## src/hdl/cpu_pkg.sv

```systemverilog
package cpu_pkg;

    // core widths.
    localparam int WORD_W = 32;
    localparam int IMM_W = 16;
    localparam int SEL_W = 3;
    localparam int OPC_W = 7;

    localparam int NUM_REGS = 8;
    // register h addresses every store.
    localparam int STORE_ADDR_REG = 7;

    // instruction field positions.
    localparam int OPC_LSB = 0;
    localparam int OPC_MSB = 6;
    localparam int DST_LSB = 7;
    localparam int DST_MSB = 9;
    localparam int SRC_A_LSB = 10;
    localparam int SRC_A_MSB = 12;
    localparam int SRC_B_LSB = 13;
    localparam int SRC_B_MSB = 15;
    localparam int IMM_LSB = 16;
    localparam int IMM_MSB = 31;

    typedef logic [WORD_W-1:0] word_t;
    typedef logic [IMM_W-1:0] imm_t;
    typedef logic [SEL_W-1:0] reg_sel_t;

    // unlisted encodings run as nop.
    typedef enum logic [OPC_W-1:0] {
        OP_NOP    = 7'd0,
        OP_ADD    = 7'd1,
        OP_SUB    = 7'd2,
        OP_AND    = 7'd3,
        OP_OR     = 7'd4,
        OP_XOR    = 7'd5,
        OP_LDL    = 7'd6,
        OP_STORE  = 7'd7,
        OP_LDH    = 7'd8,
        OP_CMP    = 7'd9,
        OP_BRANCH = 7'd10,
        OP_HALT   = 7'd11
    } opcode_t;

endpackage
```

## src/hdl/cpu_top.sv

```systemverilog
`timescale 1ns/1ps

module cpu_top
    import cpu_pkg::*;
(
    input  logic  clock,
    input  logic  arst_n,
    input  word_t mem_rdata,
    output word_t mem_addr,
    output word_t mem_wdata,
    output logic  mem_read,
    output logic  mem_write,
    output logic  halted
);

    opcode_t              opcode;
    reg_sel_t             dst_sel;
    reg_sel_t             src_a_sel;
    reg_sel_t             src_b_sel;
    imm_t                 imm;
    logic                 exec;
    word_t                operand_a;
    word_t                operand_b;
    word_t                store_addr;
    logic                 flag_a;
    logic                 wr_en;
    logic                 wr_word_en;
    logic                 wr_flag;
    reg_sel_t             wr_sel;
    word_t                wr_word;
    logic                 branch_taken;
    word_t                branch_target;
    word_t                slice_words [NUM_REGS];
    logic  [NUM_REGS-1:0] slice_flags;

    instr_sequencer u_sequencer (
        .clock         (clock),
        .arst_n        (arst_n),
        .mem_rdata     (mem_rdata),
        .operand_a     (operand_a),
        .store_addr    (store_addr),
        .branch_taken  (branch_taken),
        .branch_target (branch_target),
        .opcode        (opcode),
        .dst_sel       (dst_sel),
        .src_a_sel     (src_a_sel),
        .src_b_sel     (src_b_sel),
        .imm           (imm),
        .exec          (exec),
        .mem_addr      (mem_addr),
        .mem_wdata     (mem_wdata),
        .mem_read      (mem_read),
        .mem_write     (mem_write),
        .halted        (halted)
    );

    execute_unit u_execute (
        .exec          (exec),
        .opcode        (opcode),
        .dst_sel       (dst_sel),
        .imm           (imm),
        .operand_a     (operand_a),
        .operand_b     (operand_b),
        .flag_a        (flag_a),
        .wr_en         (wr_en),
        .wr_word_en    (wr_word_en),
        .wr_flag       (wr_flag),
        .wr_sel        (wr_sel),
        .wr_word       (wr_word),
        .branch_taken  (branch_taken),
        .branch_target (branch_target)
    );

    // one slice per general register a to h.
    genvar gi;
    generate
        for (gi = 0; gi < NUM_REGS; gi++)
        begin : g_slice
            reg_slice #(
                .slice_index (gi)
            ) u_slice (
                .clock      (clock),
                .arst_n     (arst_n),
                .wr_en      (wr_en),
                .wr_word_en (wr_word_en),
                .wr_flag    (wr_flag),
                .wr_sel     (wr_sel),
                .wr_word    (wr_word),
                .word       (slice_words[gi]),
                .flag       (slice_flags[gi])
            );
        end
    endgenerate

    operand_select u_select (
        .slice_words (slice_words),
        .slice_flags (slice_flags),
        .src_a_sel   (src_a_sel),
        .src_b_sel   (src_b_sel),
        .operand_a   (operand_a),
        .operand_b   (operand_b),
        .store_addr  (store_addr),
        .flag_a      (flag_a)
    );

endmodule

```

## src/hdl/instr_sequencer.sv

```systemverilog
`timescale 1ns/1ps

module instr_sequencer
    import cpu_pkg::*;
(
    input  logic     clock,
    input  logic     arst_n,
    input  word_t    mem_rdata,
    input  word_t    operand_a,
    input  word_t    store_addr,
    input  logic     branch_taken,
    input  word_t    branch_target,
    output opcode_t  opcode,
    output reg_sel_t dst_sel,
    output reg_sel_t src_a_sel,
    output reg_sel_t src_b_sel,
    output imm_t     imm,
    output logic     exec,
    output word_t    mem_addr,
    output word_t    mem_wdata,
    output logic     mem_read,
    output logic     mem_write,
    output logic     halted
);

    // stop parks the core after a halt.
    typedef enum logic [1:0] {
        PH_STOP,
        PH_FETCH,
        PH_DECODE,
        PH_EXEC
    } phase_t;

    phase_t phase;
    word_t  pc;
    word_t  instr;
    logic   is_store;

    always_ff @(posedge clock or negedge arst_n)
    begin
        if (!arst_n)
        begin
            phase  <= PH_FETCH;
            pc     <= '0;
            halted <= 1'b0;
        end
        else
        begin
            case (phase)
                PH_FETCH:  phase <= PH_DECODE;
                PH_DECODE: phase <= PH_EXEC;
                PH_EXEC:
                begin
                    pc <= branch_taken ? branch_target : pc + word_t'(1);
                    if (opcode == OP_HALT)
                    begin
                        halted <= 1'b1;
                        phase  <= PH_STOP;
                    end
                    else
                        phase <= PH_FETCH;
                end
                // stop holds the core until the next reset.
                default: phase <= PH_STOP;
            endcase
        end
    end

    // read data arrives one cycle after the fetch strobe.
    always_ff @(posedge clock)
    begin
        if (phase == PH_DECODE)
            instr <= mem_rdata;
    end

    assign opcode    = opcode_t'(instr[OPC_MSB:OPC_LSB]);
    assign dst_sel   = instr[DST_MSB:DST_LSB];
    assign src_a_sel = instr[SRC_A_MSB:SRC_A_LSB];
    assign src_b_sel = instr[SRC_B_MSB:SRC_B_LSB];
    assign imm       = instr[IMM_MSB:IMM_LSB];

    assign exec     = (phase == PH_EXEC);
    assign is_store = exec && (opcode == OP_STORE);

    // no fetch while reset is held.
    assign mem_read  = arst_n && (phase == PH_FETCH);
    assign mem_write = is_store;
    assign mem_addr  = is_store ? store_addr : pc;
    assign mem_wdata = is_store ? operand_a : '0;

endmodule

```

## src/hdl/execute_unit.sv

```systemverilog
`timescale 1ns/1ps

module execute_unit
    import cpu_pkg::*;
(
    input  logic     exec,
    input  opcode_t  opcode,
    input  reg_sel_t dst_sel,
    input  imm_t     imm,
    input  word_t    operand_a,
    input  word_t    operand_b,
    input  logic     flag_a,
    output logic     wr_en,
    output logic     wr_word_en,
    output logic     wr_flag,
    output reg_sel_t wr_sel,
    output word_t    wr_word,
    output logic     branch_taken,
    output word_t    branch_target
);

    logic [WORD_W:0] wide_result;
    word_t           result;
    logic            result_flag;
    logic            writes_reg;
    logic            writes_word;

    always_comb
    begin
        wide_result = '0;
        result      = '0;
        result_flag = 1'b0;
        writes_reg  = 1'b1;
        writes_word = 1'b1;
        case (opcode)
            OP_ADD:
            begin
                // top bit is the carry out.
                wide_result = {1'b0, operand_a} + {1'b0, operand_b};
                result      = wide_result[WORD_W-1:0];
                result_flag = wide_result[WORD_W];
            end
            OP_SUB:
            begin
                // top bit is set when b exceeds a.
                wide_result = {1'b0, operand_a} - {1'b0, operand_b};
                result      = wide_result[WORD_W-1:0];
                result_flag = wide_result[WORD_W];
            end
            OP_AND: result = operand_a & operand_b;
            OP_OR:  result = operand_a | operand_b;
            OP_XOR: result = operand_a ^ operand_b;
            OP_LDL: result = {{(WORD_W-IMM_W){1'b0}}, imm};
            // source a names the destination so its low half survives.
            OP_LDH: result = {imm, operand_a[IMM_W-1:0]};
            OP_CMP:
            begin
                result_flag = (operand_a < operand_b);
                writes_word = 1'b0;
            end
            default:
            begin
                writes_reg  = 1'b0;
                writes_word = 1'b0;
            end
        endcase
    end

    assign wr_en      = exec && writes_reg;
    assign wr_word_en = writes_word;
    assign wr_flag    = result_flag;
    assign wr_sel     = dst_sel;
    assign wr_word    = result;

    assign branch_taken  = exec && (opcode == OP_BRANCH) && flag_a;
    assign branch_target = {{(WORD_W-IMM_W){1'b0}}, imm};

endmodule

```

## src/hdl/operand_select.sv

```systemverilog
`timescale 1ns/1ps

module operand_select
    import cpu_pkg::*;
(
    input  word_t                slice_words [NUM_REGS],
    input  logic  [NUM_REGS-1:0] slice_flags,
    input  reg_sel_t             src_a_sel,
    input  reg_sel_t             src_b_sel,
    output word_t                operand_a,
    output word_t                operand_b,
    output word_t                store_addr,
    output logic                 flag_a
);

    always_comb
    begin
        operand_a = '0;
        operand_b = '0;
        flag_a    = 1'b0;
        for (int i = 0; i < NUM_REGS; i++)
        begin
            if (src_a_sel == reg_sel_t'(i))
            begin
                operand_a = slice_words[i];
                flag_a    = slice_flags[i];
            end
            if (src_b_sel == reg_sel_t'(i))
                operand_b = slice_words[i];
        end
    end

    // stores always address through h.
    assign store_addr = slice_words[STORE_ADDR_REG];

endmodule

```

## src/hdl/reg_slice.sv

```systemverilog
`timescale 1ns/1ps

module reg_slice
    import cpu_pkg::*;
#(
    parameter int slice_index = 0
)(
    input  logic     clock,
    input  logic     arst_n,
    input  logic     wr_en,
    input  logic     wr_word_en,
    input  logic     wr_flag,
    input  reg_sel_t wr_sel,
    input  word_t    wr_word,
    output word_t    word,
    output logic     flag
);

    logic selected;

    assign selected = wr_en && (wr_sel == reg_sel_t'(slice_index));

    always_ff @(posedge clock or negedge arst_n)
    begin
        if (!arst_n)
        begin
            word <= '0;
            flag <= 1'b0;
        end
        else if (selected)
        begin
            // compare leaves the word alone.
            if (wr_word_en)
                word <= wr_word;
            flag <= wr_flag;
        end
    end

endmodule

```

## config.mk

```make
export PLATFORM = sky130hd
export DESIGN_NAME = cpu_top
export DESIGN_NICKNAME = d
export VERILOG_FILES = /design/src/hdl/cpu_pkg.sv /design/src/hdl/cpu_top.sv /design/src/hdl/instr_sequencer.sv /design/src/hdl/execute_unit.sv /design/src/hdl/operand_select.sv /design/src/hdl/reg_slice.sv
export SDC_FILE = /design/constraint.sdc
export NUM_CORES = 1
export LEC_CHECK = 0
export BUFFER_PORTS_ARGS = -buffer_cell sky130_fd_sc_hd__buf_2
export CORE_ASPECT_RATIO = 0.9
export CORE_UTILIZATION = 41
export DETAILED_ROUTE_END_ITERATION = 12
export HOLD_SLACK_MARGIN = 0.15
export SLEW_MARGIN = 20
export SYNTH_ARGS = -nofsm -noshare
export SYNTH_HDL_FRONTEND = slang
export SYNTH_SLANG_ARGS = --single-unit
```

## constraint.sdc

```tcl
create_clock -name clock -period 5.87 [get_ports clock]
set_clock_uncertainty 0.1 [all_clocks]
set_input_delay 0.2935 -clock clock [delete_from_list [all_inputs] [get_ports clock]]
set_output_delay 0.2935 -clock clock [all_outputs]
set_load 0.01 [all_outputs]
```

==> metrics.cfg, run 1 <==
[timing]
max-slew-margin-rel = 0.257
setup_viol = 0
unrepaired_setup_endpoints_after_global_routing = false
tightestPinTransition_ps = 1110
hold_violations = 0
layout_worst_path_cycle_share = 0.908
slew_viol_final = 0
setup_tns_ps = 0
fin_hold_ws_ps = 223
max_clock_freq_mhz = 188
finalCriticalPeriod_ps = 5330

[power]
leakage_nw = 11.7
max-vdd-ir-drop_mv = 0.169
p_total_mw = 4.93
power_density_mw_per_mm2 = 189

[setup_path]
setup.worst_path.start_class = register
criticalPathCategory = register to register
worst_r2r_startpoint = u_sequencer.instr[13]
timing.critical_path.from = u_sequencer.instr[13]
reg2reg_to = g_slice[1].u_slice.word[31]
cp_data_arrival_time_ps = 5600
critPathCaptureType = register
critical_path.n_buffers_inverters = 2
critPathSlowestCell = sky130_fd_sc_hd__o31ai_1
cp_slowest_stage_delay_ps = 580
critical_path.cell_chain = buf_4, mux4_2, mux2_2, ha_1, o21ai_0, o21ai_0, a21oi_1, o31ai_1, a211oi_2, o31ai_1, buf_4, a211o_1, o211ai_1, o311ai_4, a31oi_1
critPathCapture = g_slice[1].u_slice.word[31]
reg2reg_depth = 15
cp_max_fo = 21
path_depth = 15
r2r_setup_slack_ps = 540
worstPathRequired_ps = 6140
critical_path_s_top_delay_family = compound AO/OA/AOI/OAI gates

[routing]
wl_per_cell_um = 26.2
wirelength_um = 83200
route.detailed.drc = 0
pre_repair_dr_iteration_count = 6
num_vias = 19700
antenna_violating_nets_post_route = 0
first_iter_violations = 2228
avgViaCountPerCell = 6.21

[floorplanning]
ioPinCount = 101
initial_core_util = 0.415
fp.dieArea_sq_mm = 0.0560
placeableCoreArea_sq_mm = 0.0543
placementRows = 81
die_width_um = 249
chipHeight_um = 225

[cts]
cts_tree = yes
post_cts_resized = 0
ctsRootBufferMaster = sky130_fd_sc_hd__clkbuf_16
clkTransAtPathRegs_ps = 60
clock_sinks = 331
clk_latency_ps = 580
cts_inserted_buffers = 41
ctsLongestPathBuffers = 3
htreeDepth = 2

[logic_synthesis]
syn-cell-area_sq_mm = 0.0226
synth.lib_cells_used.distinct = 98
synth_enable_flop_cells = 32
synth-seq-area-share = 0.374
synth_fp_nets = 2435
post_synth.cell_area_avg_sq_um = 9.86
synth_top_flop_cell = sky130_fd_sc_hd__dfrtp_1
postSynthRegisterBits = 331
synth.yosys.warnings = 0
synth_cells = 2289
synthArstFlopShare = 0.903

[global_routing]
grt_overflow = 0
grtUsageTotal = 0.297
grt_start_max_net_pins = 111
initial_antenna_violation_count = 2
grt_pass1_vias = 19400
grt_first_pass_wirelength_um = 124000

[job]
cap_violations = 0

[cells_and_area]
area.growth.synth_to_final_pct = 15.7
post-route-cell-area_sq_mm = 0.0261
drive_above_1_share = 0.246
finish.net_count = 2587

[placed_design]
buffer_ports.inserted = 100
placement.cell_area_sq_mm = 0.0244
detailed_place_hpwl_um = 58700
finalWeightedCongestion = 0.987

[status]
run_status = complete, no violations

[worst_hold_path]
timing.hold.worst.class = primary input to async pin

-- per-layer routing --
metal  routed length [um]  global-route usage
met1                33300               0.385
met2                38000               0.471
met3                 7030              0.0565
met4                 4910               0.160
met5                   23                   0
-- worst reg2reg max path, stage by stage, from the launching register on --
cell and delay [ps]:
sky130_fd_sc_hd__edfxtp_1 420, sky130_fd_sc_hd__buf_4 370, sky130_fd_sc_hd__mux4_2 560, sky130_fd_sc_hd__mux2_2 290, sky130_fd_sc_hd__ha_1 490, sky130_fd_sc_hd__o21ai_0 160
sky130_fd_sc_hd__o21ai_0 440, sky130_fd_sc_hd__a21oi_1 250, sky130_fd_sc_hd__o31ai_1 580, sky130_fd_sc_hd__a211oi_2 190, sky130_fd_sc_hd__o31ai_1 300, sky130_fd_sc_hd__buf_4 200
sky130_fd_sc_hd__a211o_1 220, sky130_fd_sc_hd__o211ai_1 180, sky130_fd_sc_hd__o311ai_4 200, sky130_fd_sc_hd__a31oi_1 190
-- where the power goes --
group / internal (mW) / total, mW / switching [mW]
combinational: 0.0254 / 0.0764 / 0.0511
clock: 1.48 / 2.54 / 1.06
sequential: 2.31 / 2.31 / 0
total: 3.82 / 4.93 / 1.11
-- repair_timing --
action,in CTS,in global routing
hold buffers,33,0
hold endpoints to repair,115,0
buffers inserted,0,0
-- metrics by stage --
stage	worst slack, ps	cells	utilization
final	542	3178	0.480
after detailed placement	711	3070	0.450
after global routing	383	3176	0.480
after floorplan	573	2289	-
after CTS	677	3176	0.480
after global placement	764	3070	0.450
-- registers in the layout, indices dropped and copies added, names as in the netlist --
name	cells
g_slice.u_slice.flag	8
g_slice.u_slice.word	256
u_sequencer.halted	1
u_sequencer.instr	32
u_sequencer.pc	32
u_sequencer.phase	2
-- layout by cell type, fill, tap and decap left out, types with 19 or more instances in the layout --
| cell | Yosys | final |
|---|---|---|
| sky130_fd_sc_hd__o21ai_0 | 171 | 171 |
| sky130_fd_sc_hd__mux2_2 | 176 | 176 |
| sky130_fd_sc_hd__mux2i_1 | 43 | 43 |
| sky130_fd_sc_hd__buf_2 | 24 | 99 |
| sky130_fd_sc_hd__xor2_1 | 19 | 19 |
| sky130_fd_sc_hd__nand2_1 | 282 | 282 |
| sky130_fd_sc_hd__nand3_1 | 36 | 35 |
| sky130_fd_sc_hd__buf_4 | 0 | 115 |
| sky130_fd_sc_hd__a21oi_1 | 138 | 138 |
| sky130_fd_sc_hd__clkbuf_16 | 0 | 42 |
| sky130_fd_sc_hd__nor2_1 | 217 | 212 |
| sky130_fd_sc_hd__edfxtp_1 | 32 | 32 |
| sky130_fd_sc_hd__mux4_2 | 107 | 107 |
| sky130_fd_sc_hd__a221oi_1 | 27 | 27 |
| sky130_fd_sc_hd__inv_1 | 110 | 110 |
| sky130_fd_sc_hd__dlygate4sd3_1 | 0 | 33 |
| sky130_fd_sc_hd__nor2b_1 | 20 | 20 |
| sky130_fd_sc_hd__nor3_1 | 23 | 20 |
| sky130_fd_sc_hd__a31oi_1 | 29 | 29 |
| sky130_fd_sc_hd__dfrtp_1 | 298 | 298 |
| sky130_fd_sc_hd__ha_1 | 111 | 111 |
-- cell families (layout without fill, tap and decap cells) --
logic type,after synthesis,count (layout),synth area share
other,0,2,0
AOI/OAI and AO/OA,562,562,0.163
muxes,327,327,0.214
adders and majority gates,112,112,0.0624
xor gates and xnor gates,26,26,0.0104
DFF,331,331,0.374
and+or+nand+nor,673,673,0.131
buffers and inverters,258,440,0.0449
-- how the worst min path moves through the flow --
stage,from,to,cells after the start
after global routing,arst_n,g_slice[2].u_slice.word[23],2
after floorplan,arst_n,g_slice[0].u_slice.flag,0
after detailed placement,arst_n,g_slice[2].u_slice.word[23],1
after CTS,arst_n,g_slice[2].u_slice.word[23],2
final,arst_n,g_slice[2].u_slice.word[23],2
after global placement,arst_n,g_slice[2].u_slice.word[23],1
-- cells in the mapped netlist, types with 15 or more instances --
master	count	area share
sky130_fd_sc_hd__a21o_1	17	0.0057
sky130_fd_sc_hd__a21oi_1	138	0.031
sky130_fd_sc_hd__a221oi_1	27	0.010
sky130_fd_sc_hd__a22oi_1	15	0.0050
sky130_fd_sc_hd__a31oi_1	29	0.0080
sky130_fd_sc_hd__and3_1	15	0.0042
sky130_fd_sc_hd__buf_1	23	0.0038
sky130_fd_sc_hd__buf_2	24	0.0053
sky130_fd_sc_hd__clkbuf_1	97	0.016
sky130_fd_sc_hd__dfrtp_1	298	0.33
sky130_fd_sc_hd__edfxtp_1	32	0.043
sky130_fd_sc_hd__ha_1	111	0.062
sky130_fd_sc_hd__inv_1	110	0.018
sky130_fd_sc_hd__mux2_2	176	0.088
sky130_fd_sc_hd__mux2i_1	43	0.019
sky130_fd_sc_hd__mux4_2	107	0.11
sky130_fd_sc_hd__nand2_1	282	0.047
sky130_fd_sc_hd__nand3_1	36	0.0080
sky130_fd_sc_hd__nor2_1	217	0.036
sky130_fd_sc_hd__nor2b_1	20	0.0055
sky130_fd_sc_hd__nor3_1	23	0.0051
sky130_fd_sc_hd__o21ai_0	171	0.038
sky130_fd_sc_hd__o221ai_1	15	0.0058
sky130_fd_sc_hd__xor2_1	19	0.0074
-- area by class of cell --
| class | instances | area [sq um] |
|---|---|---|
| Clock buffer | 57 | 1130 |
| Tap cell | 705 | 882 |
| Antenna cell | 2 | 5.00 |
| Inverter | 112 | 420 |
| Sequential cell | 331 | 8440 |
| Fill cell | 4977 | 28200 |
| Multi-Input combinational cell | 1700 | 13200 |
| Clock inverter | 16 | 190 |
| Timing Repair Buffer | 255 | 1840 |
Power figures use the tool's default switching activity.
==> inputs of run 2 (changes only) <==
CORE_MARGIN = 5   (was default)
==> metrics.cfg, run 2 (synthesis results as in run 1) <==
[cells_and_area]
fin_cells = 3178  ; unchanged
finish.net_count = 2587  ; unchanged
post-route-cell-area_sq_mm = 0.0261  ; about the same
final_cell_mix = 298 x sky130_fd_sc_hd__dfrtp_1, 282 x sky130_fd_sc_hd__nand2_1, 212 x sky130_fd_sc_hd__nor2_1  ; unchanged
drive_above_1_share = 0.249  ; was 0.246
largest_reg_flops = 256  ; unchanged
max_flop_register = g_slice.u_slice.word  ; unchanged
layout_commonest_cell = sky130_fd_sc_hd__dfrtp_1  ; unchanged
area.growth.synth_to_final_pct = 15.6  ; was 15.7%
final.fill_count = 4966  ; was 4977
post-route-util = 0.480  ; about the same
biggestRegsByFlops = g_slice.u_slice.word: 256 flops, u_sequencer.instr: 32 flops, u_sequencer.pc: 32 flops  ; unchanged

[cts]
cts_inserted_buffers = 39  ; was 41
ctsRootBufferMaster = sky130_fd_sc_hd__clkbuf_16  ; unchanged
clk_latency_ps = 600  ; was 580 ps
htreeDepth = 2  ; unchanged
clock_sinks = 331  ; unchanged
ctsLongestPathBuffers = 3  ; unchanged
setup_bufs_post_cts = 0  ; unchanged
clkTransAtPathRegs_ps = 60  ; about the same
cts_tree = yes  ; unchanged

[timing]
hold_violations = 0  ; unchanged
setup_tns_ps = 0  ; unchanged
unrepaired_setup_endpoints_after_global_routing = false  ; unchanged
max-slew-margin-rel = 0.220  ; was 0.257
finalCriticalPeriod_ps = 5610  ; was 5330 ps
layout_worst_path_cycle_share = 0.956  ; was 0.908
worst_slack_ps = 260  ; was 542 ps
max_clock_freq_mhz = 178  ; was 188 MHz
slew_viol_final = 0  ; unchanged
tightestPinTransition_ps = 1170  ; was 1110 ps
fin_hold_ws_ps = 311  ; was 223 ps
setup_viol = 0  ; unchanged

[worst_hold_path]
timing.hold.worst.class = primary input to register  ; was primary input to async pin
worstHoldPathCells = 2

[routing]
antenna_violating_nets_post_route = 0  ; unchanged
wirelength_um = 83300  ; was 83200 um
avgViaCountPerCell = 6.19  ; was 6.21
pre_repair_dr_iteration_count = 6  ; unchanged
num_vias = 19700  ; about the same
route.detailed.drc = 0  ; unchanged
first_iter_violations = 1940  ; was 2228
wl_per_cell_um = 26.2  ; about the same

[power]
p_total_mw = 4.89  ; was 4.93 mW
power_density_mw_per_mm2 = 187  ; was 189 mW/mm^2
max-vdd-ir-drop_mv = 0.227  ; was 0.169 mV
leakage_nw = 11.7  ; about the same

[setup_path]
criticalPathCategory = register to register  ; unchanged
setup.worst_path.start_class = register  ; unchanged
worstPathRequired_ps = 6270  ; was 6140 ps
reg2reg_depth = 20  ; was 15
critPathCaptureType = register  ; unchanged
cp_data_arrival_time_ps = 6010  ; was 5600 ps
cp_max_fo = 20  ; was 21

[floorplanning]
die_width_um = 257  ; was 249 um
placementRows = 81  ; unchanged
ioPinCount = 101  ; unchanged
fp.dieArea_sq_mm = 0.0598  ; was 0.0560 sq mm
initial_core_util = 0.415  ; about the same
placeableCoreArea_sq_mm = 0.0544  ; was 0.0543 sq mm
chipHeight_um = 233  ; was 225 um

[placed_design]
detailed_place_hpwl_um = 60100  ; was 58700 um
placedCellCount = 3070  ; unchanged
finalWeightedCongestion = 0.985  ; was 0.987
dp_worst_setup_slack_ps = 499  ; was 711 ps
buffer_ports.inserted = 100  ; unchanged
placement.cell_area_sq_mm = 0.0244  ; about the same

[status]
run_status = complete, no violations  ; unchanged

[global_routing]
grt_pass1_vias = 19300  ; was 19400
initial_antenna_violation_count = 0  ; was 2
grt_first_pass_wirelength_um = 125000  ; was 124000 um
grt_start_max_net_pins = 143  ; was 111
grtUsageTotal = 0.273  ; was 0.297
grt_overflow = 0  ; unchanged

[job]
cap_violations = 0  ; unchanged

[run 2: changes by cell type in the layout (fill, tap and decap cells not counted), moves of 2 or more]
| cell | before | now |
|---|---|---|
| sky130_fd_sc_hd__dlygate4sd3_1 | 33 | 35 |
| sky130_fd_sc_hd__clkinv_1 | 3 | 1 |
| sky130_fd_sc_hd__clkinv_2 | 5 | 10 |
| sky130_fd_sc_hd__clkinvlp_4 | 3 | 1 |
| sky130_fd_sc_hd__diode_2 | 2 | 4 |
| sky130_fd_sc_hd__clkbuf_1 | 13 | 6 |
| sky130_fd_sc_hd__clkbuf_8 | 2 | 4 |
| sky130_fd_sc_hd__clkbuf_16 | 42 | 39 |
| sky130_fd_sc_hd__inv_6 | 0 | 2 |
[run 2: area by class of cell]
type	count	area, sq um	area share
Timing Repair Buffer	257	1860	0.0714
Multi-Input combinational cell	1700	13200	0.505
Tap cell	705	882	0.0338
Clock inverter	20	239	0.00916
Antenna cell	4	10.0	0.000384
Clock buffer	49	1050	0.0404
Inverter	112	420	0.0161
Sequential cell	331	8440	0.324
[run 2: worst paths after layout]
check	end	slack (ps)	start
setup / recovery	g_slice[0].u_slice.word[17]	260	u_sequencer.instr[11]
hold / removal	u_sequencer.instr[17]	310	mem_rdata[17]
setup reg to reg	g_slice[0].u_slice.word[17]	260	u_sequencer.instr[11]
hold reg to reg	u_sequencer.halted	390	u_sequencer.halted
max in group asynchronous	g_slice[2].u_slice.word[8]	3830	arst_n
min in group asynchronous	g_slice[2].u_slice.word[22]	670	arst_n
[run 2: power breakdown]
part           leakage, nW  switching (mW)  internal [mW]
clock                0.641            1.04           1.46
combinational         6.63          0.0504         0.0257
sequential            4.46               0           2.31
[run 2: worst max-delay path: stages (launching register included)]
cell	delay (ps)
sky130_fd_sc_hd__edfxtp_1	750
sky130_fd_sc_hd__buf_12	330
sky130_fd_sc_hd__buf_4	210
sky130_fd_sc_hd__a31oi_1	130
sky130_fd_sc_hd__nor2_1	60
sky130_fd_sc_hd__a221oi_1	360
sky130_fd_sc_hd__buf_4	220
sky130_fd_sc_hd__inv_1	60
sky130_fd_sc_hd__ha_1	340
sky130_fd_sc_hd__buf_4	170
sky130_fd_sc_hd__nor2_1	260
sky130_fd_sc_hd__nand3_1	260
sky130_fd_sc_hd__nor2_1	260
sky130_fd_sc_hd__nand2_1	100
sky130_fd_sc_hd__mux2i_1	150
sky130_fd_sc_hd__buf_4	160
sky130_fd_sc_hd__or2_4	170
sky130_fd_sc_hd__buf_4	140
sky130_fd_sc_hd__a21oi_1	60
sky130_fd_sc_hd__o311ai_1	880
sky130_fd_sc_hd__mux2_2	300
[run 2: repair_timing]
item                      in CTS  in global routing
gates resized for setup        0                  0
hold buffers                  35                  0
hold endpoints to repair      99                  0
[run 2: routing by layer]
layer,up-vias,wire [um],GRT usage
li1,8670,-,-
met1,9921,35300,0.376
met2,895,37000,0.425
met3,179,6830,0.0503
met4,0,4180,0.122
met5,-,0,0
==> inputs of run 3 (changes only) <==
PLACE_DENSITY = 0.68   (was default)
RECOVER_POWER = 25   (was default)
==> metrics.cfg, run 3 (synthesis results as in run 1) <==
[cells_and_area]
finish.net_count = 2559  ; was 2587
drive_above_1_share = 0.235  ; was 0.249
biggestRegsByFlops = g_slice.u_slice.word: 256 flops, u_sequencer.instr: 32 flops, u_sequencer.pc: 32 flops  ; unchanged
largest_reg_flops = 256  ; unchanged
max_flop_register = g_slice.u_slice.word  ; unchanged
final_cell_mix = 298 x sky130_fd_sc_hd__dfrtp_1, 281 x sky130_fd_sc_hd__nand2_1, 212 x sky130_fd_sc_hd__nor2_1  ; was 298 x sky130_fd_sc_hd__dfrtp_1, 282 x sky130_fd_sc_hd__nand2_1, 212 x sky130_fd_sc_hd__nor2_1
layout_commonest_cell = sky130_fd_sc_hd__dfrtp_1  ; unchanged
area.growth.synth_to_final_pct = 14.7  ; was 15.6%

[status]
run_status = finished, violations left  ; was complete, no violations
failed_checks = capacitance limit, slew limit

[cts]
ctsRootBufferMaster = sky130_fd_sc_hd__clkbuf_16  ; unchanged
post_cts_resized = 0  ; unchanged
cts-hold-fix-buffers = 33  ; was 35
clk_latency_ps = 580  ; was 600 ps
ctsLongestPathBuffers = 3  ; unchanged
cts_tree = yes  ; unchanged
htreeDepth = 2  ; unchanged
clkTransAtPathRegs_ps = 60  ; about the same
setup_bufs_post_cts = 0  ; unchanged
clock_sinks = 331  ; unchanged
cts_inserted_buffers = 38  ; was 39

[setup_path]
worstPathRequired_ps = 6210  ; was 6270 ps
criticalPathCategory = register to register  ; unchanged
setup.worst_path.start_class = register  ; unchanged
cp_max_fo = 18  ; was 20
critPathCaptureType = register  ; unchanged
cp_data_arrival_time_ps = 5990  ; was 6010 ps

[power]
p_total_mw = 4.90  ; was 4.89 mW
leakage_nw = 11.6  ; was 11.7 nW
power_density_mw_per_mm2 = 189  ; was 187 mW/mm^2
max-vdd-ir-drop_mv = 0.203  ; was 0.227 mV

[timing]
finalCriticalPeriod_ps = 5650  ; was 5610 ps
hold_violations = 0  ; unchanged
setup_viol = 0  ; unchanged
setup_tns_ps = 0  ; unchanged
max-slew-margin-rel = -1.77  ; was 0.220
slew_viol_final = 116  ; was 0
layout_worst_path_cycle_share = 0.962  ; was 0.956
unrepaired_setup_endpoints_after_global_routing = false  ; unchanged
max_clock_freq_mhz = 177  ; was 178 MHz
tightestPinTransition_ps = 4160  ; was 1170 ps

[floorplanning]
placeableCoreArea_sq_mm = 0.0544  ; unchanged
initial_core_util = 0.415  ; unchanged
fp.dieArea_sq_mm = 0.0598  ; unchanged
die_width_um = 257  ; unchanged
placementRows = 81  ; unchanged
chipHeight_um = 233  ; unchanged
ioPinCount = 101  ; unchanged

[placed_design]
buffer_ports.inserted = 100  ; unchanged
detailed_place_hpwl_um = 58000  ; was 60100 um
finalWeightedCongestion = 1.01  ; was 0.985

[global_routing]
grtUsageTotal = 0.265  ; was 0.273
initial_antenna_violation_count = 1  ; was 0
grt_overflow = 0  ; unchanged
grt_start_max_net_pins = 150  ; was 143
grt_first_pass_wirelength_um = 122000  ; was 125000 um
grt_pass1_vias = 19600  ; was 19300

[routing]
avgViaCountPerCell = 6.27  ; was 6.19
wirelength_um = 81300  ; was 83300 um
pre_repair_dr_iteration_count = 8  ; was 6
route.detailed.drc = 0  ; unchanged
num_vias = 19700  ; about the same
wl_per_cell_um = 25.8  ; was 26.2 um
antenna_violating_nets_post_route = 0  ; unchanged
first_iter_violations = 2360  ; was 1940

[job]
cap_violations = 2  ; was 0

[worst_hold_path]
timing.hold.worst.class = primary input to register  ; unchanged

==> run 3: final timing paths <==
check | from | endpoint | slack, ps | depth (start not counted)
max | u_sequencer.instr[10] | g_slice[3].u_slice.word[25] | 220 | 15
min | mem_rdata[19] | u_sequencer.instr[19] | 330 | 2
max reg2reg | u_sequencer.instr[10] | g_slice[3].u_slice.word[25] | 220 | 15
min reg2reg | g_slice[2].u_slice.flag | g_slice[2].u_slice.flag | 400 | 1
max in group asynchronous | arst_n | g_slice[2].u_slice.word[4] | 990 | 3
min in group asynchronous | arst_n | g_slice[1].u_slice.word[27] | 1850 | 2
==> run 3: report_power, final <==
group          switching [mW]  total, mW  internal [mW]  leakage (nW)
Sequential                  0       2.31           2.31          4.46
Clock                    1.03       2.52           1.49         0.640
Combinational          0.0502     0.0724         0.0222          6.47
Total                    1.08       4.90           3.82          11.6
==> run 3: layout make-up <==
cell class,instances,area [sq um]
tap,705,882
sequential,331,8440
fill,4911,28500
multi-input combinational,1700,13200
inverter,112,420
clock inverter,19,265
clock buffer,49,1040
timing repair buffer,230,1640
antenna,1,2.50
==> run 3: worst max-delay path, stage by stage, from the launching register on <==
cell                       delay (ps)
sky130_fd_sc_hd__edfxtp_1         490
sky130_fd_sc_hd__buf_12           240
sky130_fd_sc_hd__buf_4            220
sky130_fd_sc_hd__mux4_2           500
sky130_fd_sc_hd__mux2i_1          510
sky130_fd_sc_hd__inv_1            180
sky130_fd_sc_hd__ha_1             500
sky130_fd_sc_hd__o21ai_0          180
sky130_fd_sc_hd__nor3b_1          430
sky130_fd_sc_hd__a21oi_1          190
sky130_fd_sc_hd__o31ai_1          520
sky130_fd_sc_hd__a211oi_2         210
sky130_fd_sc_hd__o21ai_0          280
sky130_fd_sc_hd__o221ai_1         140
sky130_fd_sc_hd__a221o_1          470
sky130_fd_sc_hd__mux2_2           330
==> run 3: metrics by stage <==
step	utilization	hold slack (ps)	setup slack, ps	area (sq um)	cells
after floorplan	-	-102	573	22600	2289
after global placement	0.446	247	543	24300	3045
after detailed placement	0.446	250	416	24300	3045
after CTS	0.476	273	391	25900	3146
after global routing	0.476	327	56.7	25900	3146
final	0.476	328	223	25900	3147
==> run 3: layer usage <==
layer	wire, um	share of wire	GRT usage
met5	0	0	0
met4	5280	0.065	0.141
met1	32200	0.40	0.352
met2	35500	0.44	0.405
met3	8290	0.10	0.0629
